===== src/common/mmio_params.svh =====
`ifndef MMIO_PARAMS_SVH
`define MMIO_PARAMS_SVH

// Packet lengths in bytes
`define MMIO_CMD_BYTES 8
`define MMIO_RESP_BYTES 3

// Command codes, byte 0 of the command packet
`define MMIO_CODE_SET 8'h01
`define MMIO_CODE_GET 8'h02
`define MMIO_CODE_QUERY 8'h03

// Response status codes
`define MMIO_ST_OK 4'd0
`define MMIO_ST_BUS_ERR 4'd1
`define MMIO_ST_BAD_CMD 4'd2

`define MMIO_DEVICE_ID 16'h5A11  // Returned by QUERY

`endif


===== src/common/mmio_pkg.sv =====
package mmio_pkg;

  // One byte on either USB stream
  typedef logic [7:0] usb_byte_t;

  // Host-chosen tag, echoed back in byte 0 of the response
  typedef logic [3:0] cmd_tag_t;

  // APB address and data
  typedef logic [31:0] mmio_addr_t;
  typedef logic [15:0] mmio_val_t;

  typedef logic [7:0] cmd_code_t;  // Byte 0 of a command packet

  typedef logic [3:0] resp_status_t;  // Upper nibble of response byte 0

  // One-command sequencer in the top level
  // HALT until both endpoints are configured, then one command at a time
  typedef enum logic [1:0] {
    ST_HALT,  // Endpoints not configured
    ST_IDLE,  // Waiting for a decoded command
    ST_EXEC,  // APB transfer in flight
    ST_RESP   // Response being streamed out
  } seq_state_t;

endpackage


===== src/rtl/cmd_to_apb.sv =====
`timescale 1ns/10ps

module cmd_to_apb (
  input  logic                  clock,
  input  logic                  areset_n,
  input  logic                  apb_start_i,
  input  logic                  apb_write_i,
  input  mmio_pkg::mmio_addr_t  apb_adr_i,
  input  mmio_pkg::mmio_val_t   apb_wdata_i,
  output logic                  apb_done_o,
  output logic                  apb_err_o,
  output mmio_pkg::mmio_val_t   apb_rdata_o,
  output logic                  psel_o,
  output logic                  penable_o,
  output logic                  pwrite_o,
  output logic [1:0]            pstrb_o,
  output mmio_pkg::mmio_addr_t  paddr_o,
  output mmio_pkg::mmio_val_t   pwdata_o,
  input  logic                  pready_i,
  input  logic                  pslverr_i,
  input  mmio_pkg::mmio_val_t   prdata_i
);

  typedef enum logic [1:0] {
    APB_IDLE,
    APB_SETUP,
    APB_ACCESS
  } apb_state_t;

  apb_state_t state_q;
  logic launch, finish;

  assign launch = (state_q == APB_IDLE) && apb_start_i;
  assign finish = (state_q == APB_ACCESS) && pready_i;

  assign psel_o    = state_q != APB_IDLE;
  assign penable_o = state_q == APB_ACCESS;
  assign pstrb_o   = pwrite_o ? 2'b11 : 2'b00;  // Full 16-bit writes only

  always_ff @(posedge clock or negedge areset_n) begin
    if (!areset_n) begin
      state_q    <= APB_IDLE;
      apb_done_o <= 1'b0;
      apb_err_o  <= 1'b0;
      pwrite_o   <= 1'b0;
    end else begin
      apb_done_o <= 1'b0;
      case (state_q)
        APB_IDLE: begin
          if (apb_start_i) begin
            state_q  <= APB_SETUP;
            pwrite_o <= apb_write_i;
          end
        end
        APB_SETUP: state_q <= APB_ACCESS;  // Always a single cycle
        APB_ACCESS: begin
          if (pready_i) begin
            state_q    <= APB_IDLE;
            apb_done_o <= 1'b1;
            apb_err_o  <= pslverr_i;
          end
        end
        default: state_q <= APB_IDLE;
      endcase
    end
  end

  // Address and write data held through wait states
  always_ff @(posedge clock) begin
    if (launch) begin
      paddr_o  <= apb_adr_i;
      pwdata_o <= apb_wdata_i;
    end
    if (finish) apb_rdata_o <= prdata_i;
  end

endmodule


===== src/ep_out/mmio_ep_out.sv =====
`timescale 1ns/10ps
`include "mmio_params.svh"

module mmio_ep_out (
  input  logic                  clock,
  input  logic                  areset_n,
  input  logic                  enable_i,
  input  logic                  cmd_busy_i,
  input  logic                  usb_tvalid_i,
  output logic                  usb_tready_o,
  input  logic                  usb_tlast_i,
  input  mmio_pkg::usb_byte_t   usb_tdata_i,
  output logic                  cmd_vld_o,
  output logic                  cmd_bad_o,
  output mmio_pkg::cmd_code_t   cmd_code_o,
  output mmio_pkg::cmd_tag_t    cmd_tag_o,
  output mmio_pkg::mmio_addr_t  cmd_adr_o,
  output mmio_pkg::mmio_val_t   cmd_val_o
);

  logic [3:0] cnt_q;  // Byte position in the current packet, saturates past the end
  logic len_err_q;
  logic accept, last_byte, code_known;

  // Hold off from the cmd_vld cycle until the sequencer takes over with busy
  assign usb_tready_o = enable_i && !cmd_busy_i && !cmd_vld_o;
  assign accept       = usb_tvalid_i && usb_tready_o;
  assign last_byte    = cnt_q == 4'(`MMIO_CMD_BYTES - 1);

  assign code_known = (cmd_code_o == `MMIO_CODE_SET) ||
                      (cmd_code_o == `MMIO_CODE_GET) ||
                      (cmd_code_o == `MMIO_CODE_QUERY);
  assign cmd_bad_o  = len_err_q || !code_known;

  always_ff @(posedge clock or negedge areset_n) begin
    if (!areset_n) begin
      cnt_q     <= 4'd0;
      cmd_vld_o <= 1'b0;
      len_err_q <= 1'b0;
    end else begin
      cmd_vld_o <= 1'b0;
      if (!enable_i) begin
        cnt_q <= 4'd0;  // Drop any partial packet
      end else if (accept) begin
        if (usb_tlast_i) begin
          cnt_q     <= 4'd0;
          cmd_vld_o <= 1'b1;
          len_err_q <= !last_byte;  // Short or long packet
        end else if (cnt_q != 4'(`MMIO_CMD_BYTES)) begin
          cnt_q <= cnt_q + 4'd1;
        end
      end
    end
  end

  // Field capture, address and value arrive LSB first
  always_ff @(posedge clock) begin
    if (accept) begin
      case (cnt_q)
        4'd0: cmd_code_o        <= usb_tdata_i;
        4'd1: cmd_tag_o         <= usb_tdata_i[3:0];  // Upper nibble ignored
        4'd2: cmd_adr_o[7:0]    <= usb_tdata_i;
        4'd3: cmd_adr_o[15:8]   <= usb_tdata_i;
        4'd4: cmd_adr_o[23:16]  <= usb_tdata_i;
        4'd5: cmd_adr_o[31:24]  <= usb_tdata_i;
        4'd6: cmd_val_o[7:0]    <= usb_tdata_i;
        4'd7: cmd_val_o[15:8]   <= usb_tdata_i;
        default: ;  // Extra bytes of a long packet are drained
      endcase
    end
  end

endmodule


===== src/ep_in/mmio_ep_in.sv =====
`timescale 1ns/10ps
`include "mmio_params.svh"

module mmio_ep_in (
  input  logic                    clock,
  input  logic                    areset_n,
  input  logic                    resp_send_i,
  input  mmio_pkg::cmd_tag_t      resp_tag_i,
  input  mmio_pkg::resp_status_t  resp_status_i,
  input  mmio_pkg::mmio_val_t     resp_val_i,
  output logic                    resp_done_o,
  output logic                    usb_tvalid_o,
  input  logic                    usb_tready_i,
  output logic                    usb_tlast_o,
  output mmio_pkg::usb_byte_t     usb_tdata_o
);

  import mmio_pkg::*;

  usb_byte_t resp_q [`MMIO_RESP_BYTES];  // Framed response packet
  logic [1:0] idx_q;
  logic accept, last_idx;

  assign accept   = usb_tvalid_o && usb_tready_i;
  assign last_idx = idx_q == 2'(`MMIO_RESP_BYTES - 1);

  assign usb_tdata_o = resp_q[idx_q];
  assign usb_tlast_o = usb_tvalid_o && last_idx;
  assign resp_done_o = accept && last_idx;  // Final byte taken by the host

  always_ff @(posedge clock or negedge areset_n) begin
    if (!areset_n) begin
      usb_tvalid_o <= 1'b0;
      idx_q        <= 2'd0;
    end else if (resp_send_i) begin
      usb_tvalid_o <= 1'b1;
      idx_q        <= 2'd0;
    end else if (accept) begin
      if (last_idx) begin
        usb_tvalid_o <= 1'b0;
      end else begin
        idx_q <= idx_q + 2'd1;  // Step only on a handshake
      end
    end
  end

  // Status and tag share byte 0, value follows LSB first
  always_ff @(posedge clock) begin
    if (resp_send_i) begin
      resp_q[0] <= {resp_status_i, resp_tag_i};
      resp_q[1] <= resp_val_i[7:0];
      resp_q[2] <= resp_val_i[15:8];
    end
  end

endmodule


===== src/rtl/usb_mmio.sv =====
`timescale 1ns/10ps
`include "mmio_params.svh"

module usb_mmio (
  input  logic                  clock,
  input  logic                  areset_n,
  input  logic                  epo_set_conf_i,
  input  logic                  epo_clr_conf_i,
  input  logic                  epi_set_conf_i,
  input  logic                  epi_clr_conf_i,
  input  logic                  usb_tvalid_i,
  output logic                  usb_tready_o,
  input  logic                  usb_tlast_i,
  input  mmio_pkg::usb_byte_t   usb_tdata_i,
  output logic                  usb_tvalid_o,
  input  logic                  usb_tready_i,
  output logic                  usb_tlast_o,
  output mmio_pkg::usb_byte_t   usb_tdata_o,
  output logic                  psel_o,
  output logic                  penable_o,
  output logic                  pwrite_o,
  output logic [1:0]            pstrb_o,
  output mmio_pkg::mmio_addr_t  paddr_o,
  output mmio_pkg::mmio_val_t   pwdata_o,
  input  logic                  pready_i,
  input  logic                  pslverr_i,
  input  mmio_pkg::mmio_val_t   prdata_i
);

  import mmio_pkg::*;

  logic epo_en_q, epi_en_q;
  seq_state_t state_q;
  logic apb_start_q, resp_send_q;
  resp_status_t resp_status_q;
  mmio_val_t resp_val_q;

  logic cmd_vld, cmd_bad, cmd_busy, cmd_direct, cmd_write, ep_enable;
  cmd_code_t cmd_code;
  cmd_tag_t cmd_tag;
  mmio_addr_t cmd_adr;
  mmio_val_t cmd_val;
  logic apb_done, apb_err, resp_done;
  mmio_val_t apb_rdata;

  assign ep_enable  = epo_en_q && epi_en_q;
  assign cmd_busy   = state_q != ST_IDLE;  // Also covers HALT
  assign cmd_direct = cmd_bad || (cmd_code == `MMIO_CODE_QUERY);  // No bus access needed
  assign cmd_write  = cmd_code == `MMIO_CODE_SET;

  // Endpoint configuration, set wins over clear
  always_ff @(posedge clock or negedge areset_n) begin
    if (!areset_n) begin
      epo_en_q <= 1'b0;
      epi_en_q <= 1'b0;
    end else begin
      if (epo_set_conf_i) epo_en_q <= 1'b1;
      else if (epo_clr_conf_i) epo_en_q <= 1'b0;
      if (epi_set_conf_i) epi_en_q <= 1'b1;
      else if (epi_clr_conf_i) epi_en_q <= 1'b0;
    end
  end

  always_ff @(posedge clock or negedge areset_n) begin
    if (!areset_n) begin
      state_q     <= ST_HALT;
      apb_start_q <= 1'b0;
      resp_send_q <= 1'b0;
    end else begin
      apb_start_q <= 1'b0;
      resp_send_q <= 1'b0;
      if (epo_clr_conf_i || epi_clr_conf_i) begin
        state_q <= ST_HALT;
      end else begin
        case (state_q)
          ST_HALT: if (ep_enable) state_q <= ST_IDLE;
          ST_IDLE: begin
            if (cmd_vld && cmd_direct) begin
              state_q     <= ST_RESP;
              resp_send_q <= 1'b1;  // QUERY or error, answer at once
            end else if (cmd_vld) begin
              state_q     <= ST_EXEC;
              apb_start_q <= 1'b1;
            end
          end
          ST_EXEC: begin
            if (apb_done) begin
              state_q     <= ST_RESP;
              resp_send_q <= 1'b1;
            end
          end
          ST_RESP: if (resp_done) state_q <= ST_IDLE;
          default: state_q <= ST_HALT;
        endcase
      end
    end
  end

  // Response fields, loaded with the resp_send pulse
  always_ff @(posedge clock) begin
    if (state_q == ST_IDLE && cmd_vld && cmd_direct) begin
      resp_status_q <= cmd_bad ? `MMIO_ST_BAD_CMD : `MMIO_ST_OK;
      resp_val_q    <= cmd_bad ? 16'h0000 : `MMIO_DEVICE_ID;
    end else if (state_q == ST_EXEC && apb_done) begin
      resp_status_q <= apb_err ? `MMIO_ST_BUS_ERR : `MMIO_ST_OK;
      resp_val_q    <= (apb_err || cmd_write) ? 16'h0000 : apb_rdata;
    end
  end

  mmio_ep_out i_ep_out (
    .clock        (clock),
    .areset_n     (areset_n),
    .enable_i     (ep_enable),
    .cmd_busy_i   (cmd_busy),
    .usb_tvalid_i (usb_tvalid_i),
    .usb_tready_o (usb_tready_o),
    .usb_tlast_i  (usb_tlast_i),
    .usb_tdata_i  (usb_tdata_i),
    .cmd_vld_o    (cmd_vld),
    .cmd_bad_o    (cmd_bad),
    .cmd_code_o   (cmd_code),
    .cmd_tag_o    (cmd_tag),
    .cmd_adr_o    (cmd_adr),
    .cmd_val_o    (cmd_val)
  );

  cmd_to_apb i_apb (
    .clock       (clock),
    .areset_n    (areset_n),
    .apb_start_i (apb_start_q),
    .apb_write_i (cmd_write),
    .apb_adr_i   (cmd_adr),
    .apb_wdata_i (cmd_val),
    .apb_done_o  (apb_done),
    .apb_err_o   (apb_err),
    .apb_rdata_o (apb_rdata),
    .psel_o      (psel_o),
    .penable_o   (penable_o),
    .pwrite_o    (pwrite_o),
    .pstrb_o     (pstrb_o),
    .paddr_o     (paddr_o),
    .pwdata_o    (pwdata_o),
    .pready_i    (pready_i),
    .pslverr_i   (pslverr_i),
    .prdata_i    (prdata_i)
  );

  mmio_ep_in i_ep_in (
    .clock         (clock),
    .areset_n      (areset_n),
    .resp_send_i   (resp_send_q),
    .resp_tag_i    (cmd_tag),  // Stable until the next packet is accepted
    .resp_status_i (resp_status_q),
    .resp_val_i    (resp_val_q),
    .resp_done_o   (resp_done),
    .usb_tvalid_o  (usb_tvalid_o),
    .usb_tready_i  (usb_tready_i),
    .usb_tlast_o   (usb_tlast_o),
    .usb_tdata_o   (usb_tdata_o)
  );

endmodule


===== config.mk =====
export PLATFORM = sky130hd
export DESIGN_NAME = usb_mmio
export DESIGN_NICKNAME = d
export VERILOG_FILES = /design/src/common/mmio_pkg.sv /design/src/rtl/cmd_to_apb.sv /design/src/ep_out/mmio_ep_out.sv /design/src/ep_in/mmio_ep_in.sv /design/src/rtl/usb_mmio.sv
export VERILOG_INCLUDE_DIRS = /design/src /design/src/common
export SDC_FILE = /design/constraint.sdc
export NUM_CORES = 1
export LEC_CHECK = 0
export BUFFER_PORTS_ARGS = -buffer_cell sky130_fd_sc_hd__buf_2
export CAP_MARGIN = 25
export CORE_UTILIZATION = 39
export CTS_BUF_LIST = sky130_fd_sc_hd__clkbuf_8
export CTS_CLUSTER_SIZE = 28
export DETAILED_ROUTE_END_ITERATION = 7
export HOLD_SLACK_MARGIN = 0.15
export PLACE_DENSITY_LB_ADDON = 0.08
export SLEW_MARGIN = 20
export SYNTH_ARGS = -nofsm -noshare
export SYNTH_HDL_FRONTEND = slang
export SYNTH_SLANG_ARGS = --single-unit

===== constraint.sdc =====
create_clock -name clock -period 3.5 [get_ports clock]
set_input_delay 0.175 -clock clock [delete_from_list [all_inputs] [get_ports clock]]
set_output_delay 0.175 -clock clock [all_outputs]
set_load 0.02 [all_outputs]

After elaboration in Yosys (flattened, before gate mapping)
Memory sizes are Yosys's and may differ from the RTL's.
Cells that the tools add are included.
Widths: inputs -> output; s select.
{"block": "op_classes", "add_sub_neg": 2, "n_eq_ne": 27, "n_mux": 48, "n_reduce_logical": 48}
{"cell": "$mux 16", "count": 3}
{"cell": "$reduce_and 2->1", "count": 14}
{"cell": "$mux 2", "count": 13}
{"cell": "$mux 4", "count": 6}
{"cell": "$mux 1", "count": 22}
{"cell": "$eq 4x3->1 const B", "count": 4}
{"cell": "$eq 8x2->1 const B", "count": 2}
{"cell": "$mux 15", "count": 1}
{"cell": "$logic_and 1x1->1", "count": 13}
{"cell": "$reduce_bool 2->1", "count": 6}
{"cell": "$ne 3x2->1 const B", "count": 3}
{"cell": "$eq 2x2->1 const B", "count": 4}
{"cell": "$eq 4x2->1 const B", "count": 2}
{"cell": "$eq 8x1->1 const B", "count": 1}
{"cell": "$pmux 2 s4", "count": 1}
{"cell": "$logic_or 1x1->1", "count": 6}
{"cell": "$ne 2x2->1 const B", "count": 3}
{"cell": "$pmux 2 s3", "count": 1}
{"cell": "$add 4x1->4 const B", "count": 1}
{"cell": "$eq 2x1->1 const B", "count": 2}
{"cell": "$eq 4x1->1 const B", "count": 1}
{"cell": "$logic_not 1->1", "count": 4}
{"cell": "$logic_not 2->1", "count": 2}
{"cell": "$logic_not 4->1", "count": 1}
{"cell": "8 further kinds", "count": 9}
{"block": "totals", "reg_bits": 164, "mem_bits_rw": 24, "out_inout_bits": 64, "memories": 1}
{"memory": "i_ep_in.resp_q", "words": 3, "width": 8, "read_ports": 1, "rd_ports_with_merged_regs": 0, "write_ports": 3, "line_no": "mmio_ep_in.sv:20", "rtl": "usb_byte_t resp_q [`MMIO_RESP_BYTES];"}

Logic depth before layout (Yosys ltp)
{"block": "depth", "ltp_word": 10, "depth_mapped": 7, "mapped_depth_nobuf": 6}

Cells and area by module
A second synthesis with hierarchy kept.
{"block": "hier_totals", "hier_cells": 373, "area_unflattened_um2": 6792.8}
{"mod": "mmio_ep_out", "n_inst": 1, "cells_per_inst": 111, "area_each_um2": 2289.7, "seq_area_each_um2": 1951.9}
{"mod": "cmd_to_apb", "n_inst": 1, "cells_per_inst": 80, "area_each_um2": 2152.1, "seq_area_each_um2": 2047.0}
{"mod": "usb_mmio", "n_inst": 1, "cells_per_inst": 116, "area_each_um2": 1282.5, "seq_area_each_um2": 690.7}
{"mod": "mmio_ep_in", "n_inst": 1, "cells_per_inst": 66, "area_each_um2": 1068.5, "seq_area_each_um2": 795.8}

Worst setup path before layout
OpenSTA, ideal clock, no wires.
{"block": "synth_timing", "path_type": "register to register", "from": "register i_apb.state_q[0]", "to": "register i_apb.pwrite_o", "setup_ns": 0.126, "arrival_ns": 3.287, "required_ns": 3.374, "setup_slack_ns": 0.087, "stages_incl_launch_ff": 4, "path_cell_list": "dfrtp_1 or2_2 nor2_1 mux2_2"}
{"block": "synth_via", "elab_chain_len": 2}
{"element": "start, declared", "line_no": "cmd_to_apb.sv:30", "rtl": "apb_state_t state_q;"}
{"element": "start signal, assigned", "line_no": "cmd_to_apb.sv:42", "rtl": "state_q <= APB_IDLE;"}
{"element": "start signal, assigned", "line_no": "cmd_to_apb.sv:51", "rtl": "state_q <= APB_SETUP;"}
{"element": "start signal, assigned", "line_no": "cmd_to_apb.sv:55", "rtl": "APB_SETUP: state_q <= APB_ACCESS;"}
{"element": "$logic_not 2->1", "line_no": "cmd_to_apb.sv:48", "rtl": "case (state_q)"}
{"element": "$reduce_and 2->1 (no line)"}
{"element": "end signal, assigned", "line_no": "cmd_to_apb.sv:52", "rtl": "pwrite_o <= apb_write_i;"}
{"element": "end, declared", "line_no": "cmd_to_apb.sv:15", "rtl": "output logic pwrite_o,"}
Every way passes these cells.
A chain may end at the register's enable or synchronous reset.

Worst setup path in the final report
{"block": "layout_timing", "from": "register i_ep_in.idx_q[1]", "to": "register state_q[1]"}
{"block": "layout_via", "elab_chain_len": 4}
{"element": "start, declared", "line_no": "mmio_ep_in.sv:21", "rtl": "logic [1:0] idx_q;"}
{"element": "start signal, assigned", "line_no": "mmio_ep_in.sv:42", "rtl": "idx_q <= idx_q + 2'd1;"}
{"element": "$eq 2x2->1", "line_no": "mmio_ep_in.sv:25", "rtl": "assign last_idx = idx_q == 2'(`MMIO_RESP_BYTES - 1);"}
{"element": "$logic_and 1x1->1", "line_no": "mmio_ep_in.sv:29", "rtl": "assign resp_done_o = accept && last_idx;"}
{"element": "$ne 3x2->1 (no line)"}
{"element": "$reduce_and 4->1 (no line)"}
{"element": "end signal, assigned", "line_no": "usb_mmio.sv:66", "rtl": "state_q <= ST_HALT;"}
{"element": "end signal, assigned", "line_no": "usb_mmio.sv:73", "rtl": "state_q <= ST_HALT;"}
{"element": "end signal, assigned", "line_no": "usb_mmio.sv:76", "rtl": "ST_HALT: if (ep_enable) state_q <= ST_IDLE;"}
{"element": "end, declared", "line_no": "usb_mmio.sv:33", "rtl": "seq_state_t state_q;"}
Every way passes these cells.

==> results_dict.tcl <==
set metrics [dict create \
    synth.distinct_cells 41 \
    grtUsageTotal_pct 15.2 \
    ys.flop_type "edfxtp_1" \
    cts_resized 0 \
    num_vias 3303 \
    syn_area_sq_mm 0.00644 \
    overflow 0 \
    p_per_area_mw_per_mm2 511 \
    startpoint_type "flop" \
    p_int_mw 3.25 \
    wl_met2_um 5760 \
    clockBufferDepth 2 \
    totalWireLength_um 12100 \
    place_congestion 0.706 \
    pwr-share-comb_pct 4.2 \
    via_per_inst 4.65 \
    postSynth.asyncResetShare_pct 10.9 \
    p_seq_share_pct 58.7 \
    antenna_left 0 \
    core_sq_mm 0.0160 \
    clock_skew_ns 0.0101 \
    ys_ff_latch 184 \
    wl_met3_um 555 \
    critPathBufInv 1 \
    grt_max_degree 48 \
    rsz0062_at_grt "no" \
    top_layer_used "met4" \
    path_clk_slew_ns 0.09 \
    rr_worst_depth 6 \
    seq_area_sq_mm 0.00543 \
    period_needed_ns 2.61 \
    fmax_mhz 383 \
    critPathArrivalTime_ns 2.94 \
    path_delay_family "flip-flops" \
    slew_headroom_pct 42.1 \
    report.final.slew_viol_count 0 \
    worst_pin_slew_ns 0.867 \
    pwr-share-clk_pct 37.1 \
    die-area_sq_mm 0.0170 \
    layout.nets 525 \
    path_cells "ha_1 -> nand3_1 -> a2111oi_2 -> mux2i_1 -> nor3_1 -> dlygate4sd3_1" \
    die_y_um 131 \
    crit_type "flop to flop" \
    swShare_pct 20.7 \
    multi_input_area_sq_um 958 \
    wl_per_cell_um 17.0 \
    syn_inst 332 \
    drc 0 \
    grt_antenna_before_repair 0 \
    rows 46 \
    ys_warn_count 0 \
    fill_cells 1404 \
    initial_utilization_pct 40.3 \
    setup_viol 0 \
    clock_latency_ns 0.45 \
    total_power_mw 4.10 \
    cts_sinks 184 \
    htree_levels 4 \
    drive_gt1_share_pct 31.6 \
    port-buffer-count 98 \
    cts_tree "done" \
    cts_buffers 17 \
    critPathMaxStageDelay_ns 0.68 \
    maxCapViolCount 0 \
    final-hold-violation-count 0 \
    yosysSeqAreaShare_pct 84.2 \
    critPathSlowestCell "dfrtp_1" \
    synth_edf_count 164 \
    required_ns 3.83 \
    diodes 0 \
    path_depth 6 \
    end_kind "flop" \
    area_growth_pct 24.6 \
    syn-num-nets 376 \
    hp-class "input pin to asynchronous set/reset pin" \
    switchingPower_mw 0.847 \
    design_area_sq_mm 0.00803 \
    io-pin-count 99 \
    place_area_sq_mm 0.00720 \
    wl_met1_um 5600 \
    crit_fanout 18 \
    cts-root-buf "clkbuf_8" \
    avgSynthCellArea_sq_um 19.4 \
    dr.pass1.iters 5 \
    grt_pass1_wl_um 18100 \
    drt_iter0_markers 215 \
    status "finished, final reports clean" \
    grt_pass1_vias 3243 \
    fin_crit_sh_pct 74.6 \
    fp.dieW_um 131 \
    dp_hpwl_um 7790 \
    peakVddDrop_mv 0.229 \
    setup_tns_ns 0 \
    leakage_nw 2.95 \
]
[synth_stat cells (5+ instances only)]
cell type	n	area, sq um
nor2_1	12	45.0
ha_1	9	113
and2_1	12	75.1
edfxtp_1	164	4920
nand2_1	16	60.1
inv_1	10	37.5
o21ai_0	11	55.1
nand3_1	5	25.0
mux2i_1	9	90.1
a21o_2	6	52.6
dfrtp_1	20	500
[cells by family after synthesis]
family	Yosys count	share of synthesized area (%)
xor+xnor	1	0.136
compound gates	33	3.59
buf+inv	18	1.30
simple gates	75	7.07
flops	184	84.2
mux	12	1.92
fa+ha+maj	9	1.75
[through the flow]
step	utilization (%)	hold slack [ns]	setup slack (ns)	std cells
global placement	45.0	0.165	1.19	641
global route	50.2	0.227	0.717	710
CTS	50.0	0.194	0.866	709
detailed placement	45.0	0.176	1.13	641
floorplan	-	-0.121	0.0872	332
finish	50.2	0.214	0.890	710
[registers in the layout, summed over array words and instances, names as in the netlist, 2 cells and up]
register             flops
i_apb.apb_rdata_o       16
i_apb.paddr_o           32
i_apb.pwdata_o          16
i_apb.state_q            2
i_ep_in.idx_q            2
i_ep_in.resp_q          22
i_ep_out.cmd_adr_o      32
i_ep_out.cmd_code_o      8
i_ep_out.cmd_tag_o       4
i_ep_out.cmd_val_o      16
i_ep_out.cnt_q           4
resp_status_q            2
resp_val_q              16
state_q                  2
[per-layer routing]
| metal | GRT usage, % | vias up |
|---|---|---|
| met5 | 0 | - |
| met4 | 5.54 | 0 |
| met3 | 4.68 | 10 |
| met2 | 23.3 | 87 |
| met1 | 20.6 | 1655 |
| li1 | - | 1551 |
[layout make-up]
cell class	instances	share of cell area (%)
Tap cell	216	3.37
Inverter	10	0.468
Clock buffer	17	2.92
Sequential cell	184	67.6
Multi-Input combinational cell	130	11.9
Timing Repair Buffer	138	11.2
Clock inverter	15	2.48
[worst register-to-register path, stage by stage, from the launching register on]
cell and delay, ns:
dfrtp_1 0.68, ha_1 0.32, nand3_1 0.15, a2111oi_2 0.50
mux2i_1 0.24, nor3_1 0.05, dlygate4sd3_1 0.55
[worst paths after layout]
path | to | slack, ns | from
max | state_q[1] | 0.89 | i_ep_in.idx_q[1]
min | i_apb.state_q[0] | 0.21 | areset_n
max reg2reg | state_q[1] | 0.89 | i_ep_in.idx_q[1]
min reg2reg | i_ep_in.resp_q[0][0] | 0.42 | i_ep_out.cmd_tag_o[0]
max in group asynchronous | i_ep_out.len_err_q | 2.93 | areset_n
min in group clock | i_ep_in.resp_q[0][0] | 0.42 | i_ep_out.cmd_tag_o[0]
[layout by cell type (no fill, tap or decap), drive strengths merged, types with 10 or more instances in the layout]
cell / synthesis / layout
dfrtp: 20 / 20
clkbuf: 4 / 17
nand2: 16 / 16
a21o: 10 / 10
and2: 16 / 16
dlygate4sd3: 0 / 36
o21ai: 11 / 11
edfxtp: 164 / 164
buf: 4 / 102
nor2: 12 / 12
inv: 10 / 14
[power by group through the flow]
stage	Sequential [mW]	Combinational, mW	Clock (mW)
2_1_floorplan	2.45	0.0874	0
3_3_place_gp	2.46	0.141	0
3_5_place_dp	2.46	0.144	0
4_1_cts	2.41	0.175	1.57
5_1_grt	2.41	0.190	1.65
6_report	2.41	0.172	1.52
[what timing repair did]
action                                  CTS  global route
endpoints found under the setup margin    0             0
hold endpoints to repair                111             0
setup buffers                             0             0
hold buffers                             36             0
Note: power is estimated with default switching activity, not from simulation.
